## src/hw/vp_pkg.sv

```systemverilog
`default_nettype none

package vp_pkg;

	//////////////////////////////////////////////////
	// Bus widths
	localparam int cart_addr_w  = 12;
	localparam int rom_addr_w   = 14;
	localparam int char_addr_w  = 12;
	localparam int ioctl_addr_w = 25;
	localparam int joy_w        = 16;
	localparam int color_w      = 24;
	localparam int size_w       = 16; // Download byte counter

	//////////////////////////////////////////////////
	// Last count of each clock enable divider
	localparam int div_ctr_w = 4;
	localparam logic [div_ctr_w-1:0] cpu_div_ntsc = 4'd7;  // Pulse every 8 clocks
	localparam logic [div_ctr_w-1:0] cpu_div_pal  = 4'd11; // Pulse every 12 clocks
	localparam logic [div_ctr_w-1:0] vdc_div_ntsc = 4'd5;
	localparam logic [div_ctr_w-1:0] vdc_div_pal  = 4'd9;

	// Image sizes that pick a bank layout
	localparam logic [size_w-1:0] size_4k  = 16'd4096;
	localparam logic [size_w-1:0] size_8k  = 16'd8192;
	localparam logic [size_w-1:0] size_16k = 16'd16384;

	// Download index values
	localparam logic [7:0] idx_xrom = 8'd2;
	localparam logic [7:0] idx_char = 8'd3; // VDC font

	// Joystick word bit positions
	localparam int joy_right_bit  = 0;
	localparam int joy_left_bit   = 1;
	localparam int joy_down_bit   = 2;
	localparam int joy_up_bit     = 3;
	localparam int joy_action_bit = 4;
	localparam int joy_reset_bit  = 5;
	localparam int joy_num_lsb    = 6;  // Number keys 1..9, 0
	localparam int joy_num_w      = 10;

	typedef enum logic [2:0] {
		layout_plain,
		layout_4k,
		layout_8k,
		layout_12k, // Banked 16K image
		layout_xrom
	} cart_layout_e;

	//////////////////////////////////////////////////
	// Scancode in 16:8, ASCII in 7:0
	localparam int scan_tab_len = 48;
	localparam logic [16:0] scan_ascii_tab [scan_tab_len] = '{
		{9'h016, "1"}, {9'h01E, "2"}, {9'h026, "3"}, {9'h025, "4"},
		{9'h02E, "5"}, {9'h036, "6"}, {9'h03D, "7"}, {9'h03E, "8"},
		{9'h046, "9"}, {9'h045, "0"}, {9'h01C, "a"}, {9'h032, "b"},
		{9'h021, "c"}, {9'h023, "d"}, {9'h024, "e"}, {9'h02B, "f"},
		{9'h034, "g"}, {9'h033, "h"}, {9'h043, "i"}, {9'h03B, "j"},
		{9'h042, "k"}, {9'h04B, "l"}, {9'h03A, "m"}, {9'h031, "n"},
		{9'h044, "o"}, {9'h04D, "p"}, {9'h015, "q"}, {9'h02D, "r"},
		{9'h01B, "s"}, {9'h02C, "t"}, {9'h03C, "u"}, {9'h02A, "v"},
		{9'h01D, "w"}, {9'h022, "x"}, {9'h035, "y"}, {9'h01A, "z"},
		{9'h029, " "}, {9'h079, "+"}, {9'h07B, "-"}, {9'h07C, "*"},
		{9'h04A, "/"}, {9'h055, "="}, {9'h01F, 8'h11}, {9'h027, 8'h12},
		{9'h05A, 8'd10}, {9'h066, 8'd8}, {9'h000, 8'h00}, {9'h000, 8'h00}
	};

	// Index is {R, G, B, luma}
	localparam logic [color_w-1:0] palette_ntsc [16] = '{
		24'h000000, 24'h676767, 24'h1a37be, 24'h5c80f6,
		24'h006d07, 24'h56c469, 24'h2aaabe, 24'h77e6eb,
		24'h790000, 24'hc75151, 24'h94309f, 24'hdc84e8,
		24'h77670b, 24'hc6b86a, 24'hcecece, 24'hffffff
	};

	localparam logic [color_w-1:0] palette_pal [16] = '{
		24'h000000, 24'h494949, 24'h0000b6, 24'h4949ff,
		24'h00b601, 24'h49ff49, 24'h00b6c9, 24'h49ffff,
		24'hb60000, 24'hff4949, 24'hb600b6, 24'hff49ff,
		24'hb6b600, 24'hffff49, 24'hb6b6b6, 24'hffffff
	};

endpackage

`default_nettype wire

```

## src/hw/vp_clock_enables.sv

```systemverilog
`timescale 1ns/10ps
`default_nettype none

module vp_clock_enables import vp_pkg::*; (
	input wire    clk_sys,
	input wire    reset,
	input wire    pal_i,
	output logic  cpu_en_o,
	output logic  vdc_en_o
);

	logic                 pal_q;
	logic                 mode_chg;
	logic [div_ctr_w-1:0] cpu_ctr;
	logic [div_ctr_w-1:0] vdc_ctr;
	logic [div_ctr_w-1:0] cpu_last;
	logic [div_ctr_w-1:0] vdc_last;

	assign cpu_last = pal_i ? cpu_div_pal : cpu_div_ntsc;
	assign vdc_last = pal_i ? vdc_div_pal : vdc_div_ntsc;
	assign mode_chg = pal_i ^ pal_q;

	// Previous mode for change detection
	always_ff @(posedge clk_sys) begin
		pal_q <= pal_i;
	end

	always_ff @(posedge clk_sys or posedge reset) begin
		if (reset) begin
			cpu_ctr  <= '0;
			vdc_ctr  <= '0;
			cpu_en_o <= 1'b0;
			vdc_en_o <= 1'b0;
		end else if (mode_chg) begin
			// NTSC/PAL switch restarts both dividers
			cpu_ctr  <= '0;
			vdc_ctr  <= '0;
			cpu_en_o <= 1'b0;
			vdc_en_o <= 1'b0;
		end else begin
			if (cpu_ctr >= cpu_last) begin
				cpu_ctr  <= '0;
				cpu_en_o <= 1'b1;
			end else begin
				cpu_ctr  <= cpu_ctr + div_ctr_w'(1);
				cpu_en_o <= 1'b0;
			end

			if (vdc_ctr >= vdc_last) begin
				vdc_ctr  <= '0;
				vdc_en_o <= 1'b1;
			end else begin
				vdc_ctr  <= vdc_ctr + div_ctr_w'(1);
				vdc_en_o <= 1'b0;
			end
		end
	end

endmodule

`default_nettype wire

```

## src/hw/vp_input_encoder.sv

```systemverilog
`timescale 1ns/10ps
`default_nettype none

module vp_input_encoder import vp_pkg::*; (
	input wire              clk_sys,
	input wire              reset,
	input wire [10:0]       ps2_key_i,      // 10 strobe, 9 pressed, 8:0 code
	input wire [joy_w-1:0]  joy_0_i,
	input wire [joy_w-1:0]  joy_1_i,
	input wire              joy_swap_i,
	output logic            key_ready_o,
	output logic [7:0]      key_ascii_o,
	output logic            key_released_o,
	output logic [1:0]      joy_up_n_o,
	output logic [1:0]      joy_down_n_o,
	output logic [1:0]      joy_left_n_o,
	output logic [1:0]      joy_right_n_o,
	output logic [1:0]      joy_action_n_o,
	output logic            joy_reset_n_o
);

	logic [joy_w-1:0]     joy_a;
	logic [joy_w-1:0]     joy_b;
	logic [joy_num_w-1:0] joy_num;
	logic [joy_num_w-1:0] joy_num_q;
	logic                 ps2_strobe_q;
	logic                 ps2_event;
	logic                 joy_event;
	logic [7:0]           joy_ascii_q;
	logic [7:0]           joy_ascii_nxt;

	// Table lookup on the low 8 bits of the scancode
	function automatic logic [7:0] scan_to_ascii(input logic [7:0] code);
		logic [7:0] res;
		res = 8'h00;
		for (int i = 0; i < scan_tab_len; i++) begin
			if (scan_ascii_tab[i][15:8] == code)
				res = scan_ascii_tab[i][7:0];
		end
		return res;
	endfunction

	// Lowest held number key wins
	function automatic logic [7:0] joy_to_ascii(input logic [joy_num_w-1:0] num);
		logic [7:0] res;
		res = 8'h00;
		for (int i = joy_num_w - 1; i >= 0; i--) begin
			if (num[i])
				res = (i == joy_num_w - 1) ? "0" : 8'(8'h31 + i);
		end
		return res;
	endfunction

	//////////////////////////////////////////////////
	// Pad swap

	assign joy_a = joy_swap_i ? joy_1_i : joy_0_i;
	assign joy_b = joy_swap_i ? joy_0_i : joy_1_i;

	assign joy_num = joy_a[joy_num_lsb +: joy_num_w] | joy_b[joy_num_lsb +: joy_num_w];

	assign ps2_event     = ps2_key_i[10] ^ ps2_strobe_q; // Strobe toggles per key event
	assign joy_event     = |(joy_num ^ joy_num_q);
	assign joy_ascii_nxt = (|joy_num) ? joy_to_ascii(joy_num) : joy_ascii_q;

	always_ff @(posedge clk_sys or posedge reset) begin
		if (reset) begin
			ps2_strobe_q   <= 1'b0;
			joy_num_q      <= '0;
			key_ready_o    <= 1'b0;
			key_released_o <= 1'b0;
		end else begin
			ps2_strobe_q   <= ps2_key_i[10];
			joy_num_q      <= joy_num;
			key_ready_o    <= ps2_event | joy_event;
			key_released_o <= ~ps2_key_i[9] & ~(|joy_num);
		end
	end

	// Keyboard event has priority over the pads
	always_ff @(posedge clk_sys) begin
		joy_ascii_q <= joy_ascii_nxt;
		key_ascii_o <= ps2_event ? scan_to_ascii(ps2_key_i[7:0]) : joy_ascii_nxt;
	end

	//////////////////////////////////////////////////
	// Active-low directions with pad A in bit 1 and pad B in bit 0

	assign joy_up_n_o     = ~{joy_a[joy_up_bit], joy_b[joy_up_bit]};
	assign joy_down_n_o   = ~{joy_a[joy_down_bit], joy_b[joy_down_bit]};
	assign joy_left_n_o   = ~{joy_a[joy_left_bit], joy_b[joy_left_bit]};
	assign joy_right_n_o  = ~{joy_a[joy_right_bit], joy_b[joy_right_bit]};
	assign joy_action_n_o = ~{joy_a[joy_action_bit], joy_b[joy_action_bit]};
	assign joy_reset_n_o  = ~(joy_a[joy_reset_bit] & joy_b[joy_reset_bit]); // Both pads

endmodule

`default_nettype wire

```

## src/hw/vp_cart_mapper.sv

```systemverilog
`timescale 1ns/10ps
`default_nettype none

module vp_cart_mapper import vp_pkg::*; (
	input wire                     clk_sys,
	input wire                     reset,
	input wire                     ioctl_download_i,
	input wire                     ioctl_wr_i,
	input wire [7:0]               ioctl_index_i,
	input wire [ioctl_addr_w-1:0]  ioctl_addr_i,
	input wire [cart_addr_w-1:0]   cart_addr_i,
	input wire                     cart_bank0_i,
	input wire                     cart_bank1_i,
	input wire                     cart_psen_n_i,
	input wire                     cart_cs_n_i,
	input wire [char_addr_w-1:0]   char_addr_i,
	output logic [rom_addr_w-1:0]  rom_addr_o,
	output logic                   rom_wren_o,
	output logic                   rom_rden_o,
	output logic [char_addr_w-1:0] char_addr_o,
	output logic                   char_wren_o
);

	logic              dl_q;
	logic [size_w-1:0] cart_size_q;
	logic              xrom_q;
	logic              rom_dl;
	logic              char_dl;
	cart_layout_e      layout;

	assign rom_dl  = ioctl_download_i && (ioctl_index_i[1:0] < idx_char[1:0]);
	assign char_dl = ioctl_download_i && (ioctl_index_i[1:0] == idx_char[1:0]);

	//////////////////////////////////////////////////
	// Download tracking

	always_ff @(posedge clk_sys or posedge reset) begin
		if (reset) begin
			dl_q        <= 1'b0;
			cart_size_q <= '0;
			xrom_q      <= 1'b0;
		end else begin
			dl_q <= ioctl_download_i;
			if (ioctl_download_i && !dl_q) begin // New image starts
				cart_size_q <= '0;
				xrom_q      <= (ioctl_index_i == idx_xrom);
			end else if (ioctl_download_i && ioctl_wr_i) begin
				cart_size_q <= cart_size_q + size_w'(1);
			end
		end
	end

	always_comb begin
		if (xrom_q) begin
			layout = layout_xrom;
		end else begin
			case (cart_size_q)
				size_4k:  layout = layout_4k;
				size_8k:  layout = layout_8k;
				size_16k: layout = layout_12k;
				default:  layout = layout_plain;
			endcase
		end
	end

	//////////////////////////////////////////////////
	// Addresses and enables

	always_comb begin
		if (rom_dl) begin
			rom_addr_o = ioctl_addr_i[rom_addr_w-1:0];
		end else begin
			case (layout)
				layout_xrom: rom_addr_o = {2'b00, cart_addr_i};
				layout_4k:   rom_addr_o = {2'b00, cart_bank0_i, cart_addr_i[11], cart_addr_i[9:0]};
				layout_8k:   rom_addr_o = {1'b0, cart_bank1_i, cart_bank0_i, cart_addr_i[11],
					cart_addr_i[9:0]};
				layout_12k:  rom_addr_o = {cart_bank1_i, cart_bank0_i, cart_addr_i};
				default:     rom_addr_o = {3'b000, cart_addr_i[11], cart_addr_i[9:0]}; // A10 unused
			endcase
		end
	end

	assign rom_wren_o  = rom_dl & ioctl_wr_i;
	assign rom_rden_o  = xrom_q ? (cart_psen_n_i & ~(cart_cs_n_i & cart_bank0_i)) : ~cart_psen_n_i;
	assign char_addr_o = char_dl ? {3'b000, ioctl_addr_i[8:0]} : char_addr_i;
	assign char_wren_o = char_dl & ioctl_wr_i;

endmodule

`default_nettype wire

```

## src/hw/vp_palette.sv

```systemverilog
`timescale 1ns/10ps
`default_nettype none

module vp_palette import vp_pkg::*; (
	input wire                 clk_sys,
	input wire                 reset,
	input wire                 pal_colors_i, // 1 selects PAL table
	input wire                 vdc_r_i,
	input wire                 vdc_g_i,
	input wire                 vdc_b_i,
	input wire                 vdc_luma_i,
	output logic [color_w-1:0] color_o
);

	logic [3:0] idx;

	// R is the top index bit
	assign idx = {vdc_r_i, vdc_g_i, vdc_b_i, vdc_luma_i};

	always_ff @(posedge clk_sys or posedge reset) begin
		if (reset)
			color_o <= '0; // Black
		else
			color_o <= pal_colors_i ? palette_pal[idx] : palette_ntsc[idx];
	end

endmodule

`default_nettype wire

```

## src/hw/vp_glue_top.sv

```systemverilog
`timescale 1ns/10ps
`default_nettype none

module vp_glue_top import vp_pkg::*; (
	input wire                     clk_sys,
	input wire                     reset,
	input wire                     pal_i,
	input wire                     pal_colors_i,
	input wire                     joy_swap_i,
	input wire [10:0]              ps2_key_i,
	input wire [joy_w-1:0]         joy_0_i,
	input wire [joy_w-1:0]         joy_1_i,
	input wire                     ioctl_download_i,
	input wire                     ioctl_wr_i,
	input wire [7:0]               ioctl_index_i,
	input wire [ioctl_addr_w-1:0]  ioctl_addr_i,
	input wire [cart_addr_w-1:0]   cart_addr_i,
	input wire                     cart_bank0_i,
	input wire                     cart_bank1_i,
	input wire                     cart_psen_n_i,
	input wire                     cart_cs_n_i,
	input wire [char_addr_w-1:0]   char_addr_i,
	input wire                     vdc_r_i,
	input wire                     vdc_g_i,
	input wire                     vdc_b_i,
	input wire                     vdc_luma_i,
	output logic                   cpu_en_o,
	output logic                   vdc_en_o,
	output logic                   key_ready_o,
	output logic [7:0]             key_ascii_o,
	output logic                   key_released_o,
	output logic [1:0]             joy_up_n_o,
	output logic [1:0]             joy_down_n_o,
	output logic [1:0]             joy_left_n_o,
	output logic [1:0]             joy_right_n_o,
	output logic [1:0]             joy_action_n_o,
	output logic                   joy_reset_n_o,
	output logic [rom_addr_w-1:0]  rom_addr_o,
	output logic                   rom_wren_o,
	output logic                   rom_rden_o,
	output logic [char_addr_w-1:0] char_addr_o,
	output logic                   char_wren_o,
	output logic [color_w-1:0]     color_o
);

	//////////////////////////////////////////////////
	// Input side

	vp_input_encoder input_encoder_i (
		.clk_sys        (clk_sys),
		.reset          (reset),
		.ps2_key_i      (ps2_key_i),
		.joy_0_i        (joy_0_i),
		.joy_1_i        (joy_1_i),
		.joy_swap_i     (joy_swap_i),
		.key_ready_o    (key_ready_o),
		.key_ascii_o    (key_ascii_o),
		.key_released_o (key_released_o),
		.joy_up_n_o     (joy_up_n_o),
		.joy_down_n_o   (joy_down_n_o),
		.joy_left_n_o   (joy_left_n_o),
		.joy_right_n_o  (joy_right_n_o),
		.joy_action_n_o (joy_action_n_o),
		.joy_reset_n_o  (joy_reset_n_o)
	);

	// Cartridge and font memories sit outside
	vp_cart_mapper cart_mapper_i (
		.clk_sys          (clk_sys),
		.reset            (reset),
		.ioctl_download_i (ioctl_download_i),
		.ioctl_wr_i       (ioctl_wr_i),
		.ioctl_index_i    (ioctl_index_i),
		.ioctl_addr_i     (ioctl_addr_i),
		.cart_addr_i      (cart_addr_i),
		.cart_bank0_i     (cart_bank0_i),
		.cart_bank1_i     (cart_bank1_i),
		.cart_psen_n_i    (cart_psen_n_i),
		.cart_cs_n_i      (cart_cs_n_i),
		.char_addr_i      (char_addr_i),
		.rom_addr_o       (rom_addr_o),
		.rom_wren_o       (rom_wren_o),
		.rom_rden_o       (rom_rden_o),
		.char_addr_o      (char_addr_o),
		.char_wren_o      (char_wren_o)
	);

	vp_clock_enables clock_enables_i (
		.clk_sys  (clk_sys),
		.reset    (reset),
		.pal_i    (pal_i),
		.cpu_en_o (cpu_en_o),
		.vdc_en_o (vdc_en_o)
	);

	//////////////////////////////////////////////////
	// Output side

	vp_palette palette_i (
		.clk_sys      (clk_sys),
		.reset        (reset),
		.pal_colors_i (pal_colors_i),
		.vdc_r_i      (vdc_r_i),
		.vdc_g_i      (vdc_g_i),
		.vdc_b_i      (vdc_b_i),
		.vdc_luma_i   (vdc_luma_i),
		.color_o      (color_o)
	);

endmodule

`default_nettype wire

```

## config.mk

```make
export PLATFORM = sky130hd
export DESIGN_NAME = vp_glue_top
export DESIGN_NICKNAME = d
export VERILOG_FILES = /design/src/hw/vp_pkg.sv /design/src/hw/vp_clock_enables.sv /design/src/hw/vp_input_encoder.sv /design/src/hw/vp_cart_mapper.sv /design/src/hw/vp_palette.sv /design/src/hw/vp_glue_top.sv
export SDC_FILE = /design/constraint.sdc
export NUM_CORES = 1
export LEC_CHECK = 0
export ABC_AREA = 1
export BUFFER_PORTS_ARGS = -buffer_cell sky130_fd_sc_hd__buf_2
export CORE_MARGIN = 2
export CORE_UTILIZATION = 35
export CTS_CLUSTER_SIZE = 20
export DETAILED_ROUTE_END_ITERATION = 10
export HOLD_SLACK_MARGIN = 0.1
export PLACE_DENSITY_LB_ADDON = 0.05
export REMOVE_ABC_BUFFERS = 1
export SYNTH_ARGS = -nofsm -noshare
export SYNTH_HDL_FRONTEND = slang
export SYNTH_SLANG_ARGS = --single-unit
```

## constraint.sdc

```tcl
create_clock -name clk_sys -period 2.2 [get_ports clk_sys]
set_clock_uncertainty 0.15 [all_clocks]
set_input_delay 0.11 -clock clk_sys [delete_from_list [all_inputs] [get_ports clk_sys]]
set_output_delay 0.11 -clock clk_sys [all_outputs]
set_load 0.02 [all_outputs]
```

==> flow_summary.toml, run 1 <==
[final_layout]
drive_gt1_share_pct = 29.5
area_growth_pct = 41.3
regArea_um2 = 1970
antenna_cells = 0
final_nets = 1089
fillerInstances = 1429
fin_cells = 1147
final_util_pct = 50.0
multiInputGateArea_um2 = 2740

[outcome]
failed_checks = "negative setup slack"
outcome = "finished, violations left"

[cts]
clock_path_buffers = 2
cts_sinks = 82
htreeDepth = 3
cts_buffers = 9
clkLatencyLatePin_ps = 340
cts_tree = "yes"
clk_pin_slew_ps = 60
root_buffer = "clkbuf_16"

[synthesis]
synthTopCellsByCount = "145 x nand2_1, 104 x inv_1, 102 x nor2_1, 67 x o21ai_0, 65 x dfrtp_1"
avgSynthCellArea_um2 = 7.08
seq_area_frac_synth_pct = 38.7
yosys_warnings = 0
synth_area_um2 = 5080
ys_ff_latch = 82
synthesis.instances = 718
synth_top_area_share_pct = 32.0
ys_types = 53
async_reset_ff_share_pct = 79.3
ys.flop_type = "dfrtp_1"
synth_top_cell_by_area = "dfrtp_1"
synth_edf_count = 0
yosysMostFrequentCell = "nand2_1"
synth_area_leaders = "dfrtp_1 32%, nand2_1 11%, inv_1 7.7%"

[worst_setup_path]
rr_worst_depth = 15
worstPathRequired_ps = 1940
crit_chain = "buf_4 > inv_1 > nor4_1 > nor2_1 > nor2_2 > buf_4 > a22o_1 > nand3_1 > nand2_1 > buf_6"
arrival_ps = 2060
cp-end-kind = "output pin"
max_stage_delay_ps = 390
timing.rr.start = "cart_mapper_i.cart_size_q[0]"
crit_type = "flip-flop to output pin"
crit_top_cell = "buf_4"
critPathMaxFanout = 5
cp_slowest_cell = "dfrtp_1"
critPathLaunchType = "flip-flop"
timing.rr.end = "cart_mapper_i.cart_size_q[13]"
r2r_slack_ps = 130

[grt]
grt_max_degree = 66
grt_first_pass_wirelength_um = 25300
track_usage_pct = 19.7
antenna_found_initial = 0
gr-total-overflow = 0
grt_pass1_vias = 5416

[die]
dieArea_um2 = 15500
die_x_um = 125
die_y_um = 125
start_util_pct = 35.4
std_cell_rows = 44
num_io_pins = 191
core_um2 = 14400

[timing]
setup_viol = 4
slew_headroom_pct = 57.1
holdWs_ps = 119
post-route-period-util_pct = 105
worst_slack_ps = -119
hold_viol_final = 0
max_freq_mhz = 431
drv_slew = 0
rsz0062_at_grt = "yes"
fin_crit_ps = 2320
worst_slew_pin_slew_ps = 643

[power_and_ir_drop]
p_per_area_nw_per_um2 = 561
ir_drop_mv = 0.347
p_leak_nw = 3.63

[worst_hold_path]
hold_start = "ps2_key_i[5]"
hold_class = "input pin to flip-flop"
min_to = "input_encoder_i.key_ascii_o[3]"
hold_depth = 5

[placement]
placed_cells = 1079
portBuffers = 178
dpl.hpwl_um = 11400
place.gp.congestion = 0.941

[routing]
drt-total-wl_um = 15200
post_drt_wl_per_cell_um = 13.2
num_vias = 5561
drc_errors = 0
via_per_inst = 4.85
firstDrtPassIters = 4
drtIter0Drc = 233
ant_nets = 0

[run]
max-cap-violations = 0
-- kinds of logic after synthesis --
| logic type | share of synthesized area, % |
|---|---|
| buffers and inverters | 10.0 |
| adders and majority gates | 3.94 |
| and+or+nand+nor | 29.6 |
| DFF | 38.7 |
| AOI/OAI and AO/OA | 16.4 |
| xor gates and xnor gates | 1.38 |
-- where the power goes --
| group | leakage, nW | switching [mW] | total [mW] | internal (mW) |
|---|---|---|---|---|
| clock network | 0.136 | 0.614 | 1.41 | 0.801 |
| registers | 0.941 | 0.0477 | 1.65 | 1.60 |
| logic | 2.55 | 0.582 | 0.963 | 0.381 |
| total | 3.63 | 1.24 | 4.03 | 2.78 |
-- worst max-delay path by stage --
stage / from / to / slack (ps) / cells past startpoint
after global routing: cart_mapper_i.cart_size_q[4] / rom_addr_o[12] / -280 / 9
final: cart_mapper_i.cart_size_q[12] / rom_addr_o[12] / -120 / 10
after detailed placement: cart_mapper_i.cart_size_q[0] / rom_addr_o[10] / 70 / 11
after CTS: cart_mapper_i.cart_size_q[0] / rom_addr_o[10] / -110 / 11
after global placement: cart_mapper_i.cart_size_q[0] / rom_addr_o[10] / 90 / 11
after floorplan: reset / cart_mapper_i.cart_size_q[0] / 310 / 1
-- routing by layer --
layer / global-route usage [%] / share of wire, % / vias to the layer above / wire [um]
met4: 7.01 / 2.2 / 0 / 336
met5: 0 / 0 / - / 0
met2: 33.9 / 49 / 176 / 7390
met3: 4.12 / 5.4 / 24 / 820
li1: - / - / 2822 / -
met1: 24.4 / 44 / 2539 / 6610
-- critical path, delay by kind of cell (launching register included) --
kind            cells  cell delay (ps)
simple gates        5              730
compound gates      1              110
flops               1              390
buf+inv             4              490
-- layout by cell type (no fill, tap or decap), types with 4 or more instances in the layout --
master | netlist | final
buf_6 | 1 | 4
nand3_1 | 23 | 23
nor2_2 | 12 | 15
nand4_1 | 12 | 12
dfxtp_1 | 17 | 17
o22ai_1 | 4 | 4
nor2_4 | 1 | 5
dfrtp_1 | 65 | 64
clkbuf_16 | 0 | 9
nand2_1 | 145 | 145
o211ai_1 | 6 | 6
buf_4 | 0 | 23
clkinv_2 | 2 | 4
ha_1 | 16 | 15
nor2_1 | 102 | 95
a21oi_1 | 30 | 30
o21ai_1 | 7 | 9
inv_1 | 104 | 99
dlygate4sd3_1 | 0 | 41
buf_2 | 0 | 174
o21ai_0 | 67 | 65
xnor2_1 | 5 | 5
nor3_1 | 15 | 14
nor4_1 | 8 | 4
inv_2 | 11 | 16
-- timing repair --
action,4_1_cts,5_1_grt
buffers inserted,7,4
endpoints found under the setup margin,4,12
hold endpoints to repair,103,0
hold buffers,41,0
resized for setup,19,22
pin swaps,7,7
-- state kept, by name (all words and copies together), names as in the netlist, 4 cells and up --
name	flops
cart_mapper_i.cart_size_q	16
clock_enables_i.cpu_ctr	4
clock_enables_i.vdc_ctr	4
input_encoder_i.joy_ascii_q	8
input_encoder_i.joy_num_q	10
input_encoder_i.key_ascii_o	8
palette_i.color_o	24
-- stage by stage --
stage	cell area [um2]	setup TNS (ps)	total power, mW	setup WS [ps]
floorplan	5020	0	2.19	314
global placement	6250	0	2.54	93.6
detailed placement	6250	0	2.55	72.6
CTS	7070	-309	4.07	-109
global route	7180	-1090	4.27	-279
finish	7180	-337	4.03	-119
-- cell type report --
cell class	instances	area share, %
clock buffer	11	3.38
clock inverter	5	0.540
inverter	119	6.27
multi-input combinational	503	38.1
sequential	82	27.4
tap	184	3.20
timing repair buffer	243	21.1
No activity file was read; power rests on OpenSTA's default activity.
==> run 2, diff against run 1 <==
==> constraint.sdc (replaced) <==
create_clock -name clk_sys -period 2.2 [get_ports clk_sys]
set_clock_uncertainty 0.15 [all_clocks]
set_input_delay 0.55 -clock clk_sys [delete_from_list [all_inputs] [get_ports clk_sys]]
set_output_delay 0.55 -clock clk_sys [all_outputs]
set_load 0.02 [all_outputs]
==> run 2 against run 1 <==
Effect of this change: maximum frequency is 15% lower; register-to-register slack better by 40 ps; flip-flop and latch count stayed put; non-clock buffer count is 51 higher; sequential power hardly changed; first-iteration DRC count is 38% lower; via count is 1.7% higher; combinational power is 6% higher; highest routed layer unchanged; largest cell class unchanged; the run still ends with negative setup slack left; hold slack better by 0.98 ps; worst setup slack worse by 410 ps; cell area is 6.5% higher.
==> flow_summary.toml, run 2 (synthesis gave the netlist of run 1 again) <==
[outcome]
outcome = "finished, violations left"
failed_checks = "negative setup slack"

[cts]
clk_pin_slew_ps = 70
cts_tree = "yes"
clock_path_buffers = 2
clkLatencyLatePin_ps = 350
holdBufCountCts = 0
cts_buffers = 9
cts_sinks = 82
htreeDepth = 3
root_buffer = "clkbuf_16"

[timing]
holdWs_ps = 120
setup_viol = 4
rsz0062_at_grt = "yes"
worst_slack_ps = -527
hold_viol_final = 0
fin_setup_tns_ps = -1930
drv_slew = 0
slew_headroom_pct = 69.6
worst_slew_pin_slew_ps = 444
post-route-period-util_pct = 124
max_freq_mhz = 367
fin_crit_ps = 2730

[final_layout]
postLayoutCellArea_um2 = 7650
largestRegisters = "palette_i.color_o: 24 flops, cart_mapper_i.cart_size_q: 16 flops, input_encoder_i.joy_num_q: 10 flops"
top_register = "palette_i.color_o"
fin_cells = 1198
final_util_pct = 53.2
fillerInstances = 1402
antenna_cells = 0
largest_reg_flops = 24
drive_gt1_share_pct = 39.0
mostFrequentLayoutCells = "152 x buf_2, 133 x nand2_1, 130 x buf_4"
final_nets = 1140
area_growth_pct = 50.5
final_common_cell = "buf_2"

[routing]
num_vias = 5655
drc_errors = 0
post_drt_wl_per_cell_um = 13.2
drtIter0Drc = 144
drt-total-wl_um = 15800
via_per_inst = 4.72
firstDrtPassIters = 4
ant_nets = 0

[grt]
grt_pass1_vias = 5504
grt_max_degree = 66
track_usage_pct = 20.3
grt_first_pass_wirelength_um = 25900
gr-total-overflow = 0
antenna_found_initial = 0

[placement]
portBuffers = 178
placed_cells = 1169
place.gp.congestion = 0.902
pre_cts_ws_ps = -326
dpl_cell_area_um2 = 6960
dpl.hpwl_um = 12300

[worst_hold_path]
hold_class = "input pin to async pin"

[power_and_ir_drop]
total_power_mw = 4.09
p_per_area_nw_per_um2 = 534
ir_drop_mv = 0.447
p_leak_nw = 3.94

[worst_setup_path]
arrival_ps = 2030
cp_slowest_cell = "dfrtp_1"
crit_top_cell = "nor2_2"
crit_chain = "nand2_1 > nand2_2 > nor4_4 > nand4_1 > nor2_2 > nor2_2 > clkinv_1 > o21ai_1 > a21oi_1 > nor2_1 > buf_4"
crit_type = "flip-flop to output pin"
max_stage_delay_ps = 410
critPathMaxFanout = 4
cp-end-kind = "output pin"
r2r_slack_ps = 170
critPathLaunchType = "flip-flop"
worstPathRequired_ps = 1500

[die]
dieArea_um2 = 15500
die_x_um = 125
die_y_um = 125
std_cell_rows = 44
start_util_pct = 35.4
core_um2 = 14400
num_io_pins = 191

[run]
max-cap-violations = 0
-- run 2: changes by cell type in the layout (fill, tap and decap cells not counted), sizes merged --
cell         before  now
clkinv            7    4
clkinvlp          1    3
dlygate4sd3      41    0
buf             202  293
inv             116  118
-- run 2: worst paths after layout --
path / startpoint / endpoint / cells after the start
min reg2reg: input_encoder_i.joy_ascii_q[6] / input_encoder_i.joy_ascii_q[6] / 2
min: reset / clock_enables_i.vdc_ctr[0] / 3
max reg2reg: cart_mapper_i.cart_size_q[2] / cart_mapper_i.cart_size_q[13] / 13
min in group clk_sys: ps2_key_i[10] / input_encoder_i.ps2_strobe_q / 1
max: cart_mapper_i.cart_size_q[13] / rom_addr_o[10] / 11
max in group asynchronous: reset / input_encoder_i.joy_num_q[6] / 3
-- run 2: worst max-delay path: cells and delay by family (launching register included) --
family | cells | cell delay (ps)
buffers and inverters | 2 | 200
AOI/OAI and AO/OA | 2 | 170
and+or+nand+nor | 7 | 900
DFF | 1 | 410
-- run 2: area by class of cell --
cell class | instances | area, um2 | share of cell area [%]
clock buffers | 10 | 229 | 2.99
clock inverters | 6 | 48.8 | 0.638
inverters | 119 | 449 | 5.87
multi-input cells | 503 | 2820 | 36.8
flip-flops and latches | 82 | 1970 | 25.7
well taps | 184 | 230 | 3.01
repair buffers | 294 | 1910 | 25.0
-- run 2: report_power, final --
part | internal (mW) | switching (mW) | total, mW
Clock | 0.776 | 0.638 | 1.41
Sequential | 1.60 | 0.0467 | 1.65
Combinational | 0.420 | 0.602 | 1.02
Total | 2.80 | 1.29 | 4.09
-- run 2: timing repair --
action	CTS	global route
cloned	1	0
setup endpoints to repair	14	27
buffers inserted	1	11
pin swaps	2	32
gates resized for setup	42	65
-- run 2: layer usage --
layer  up-vias  share of wire, %  global-route usage, %
li1       2935                 -                      -
met1      2568                45                   25.7
met2       134                49                   34.9
met3        18               4.4                   3.74
met4         0               1.7                   6.61
met5         -                 0                      0
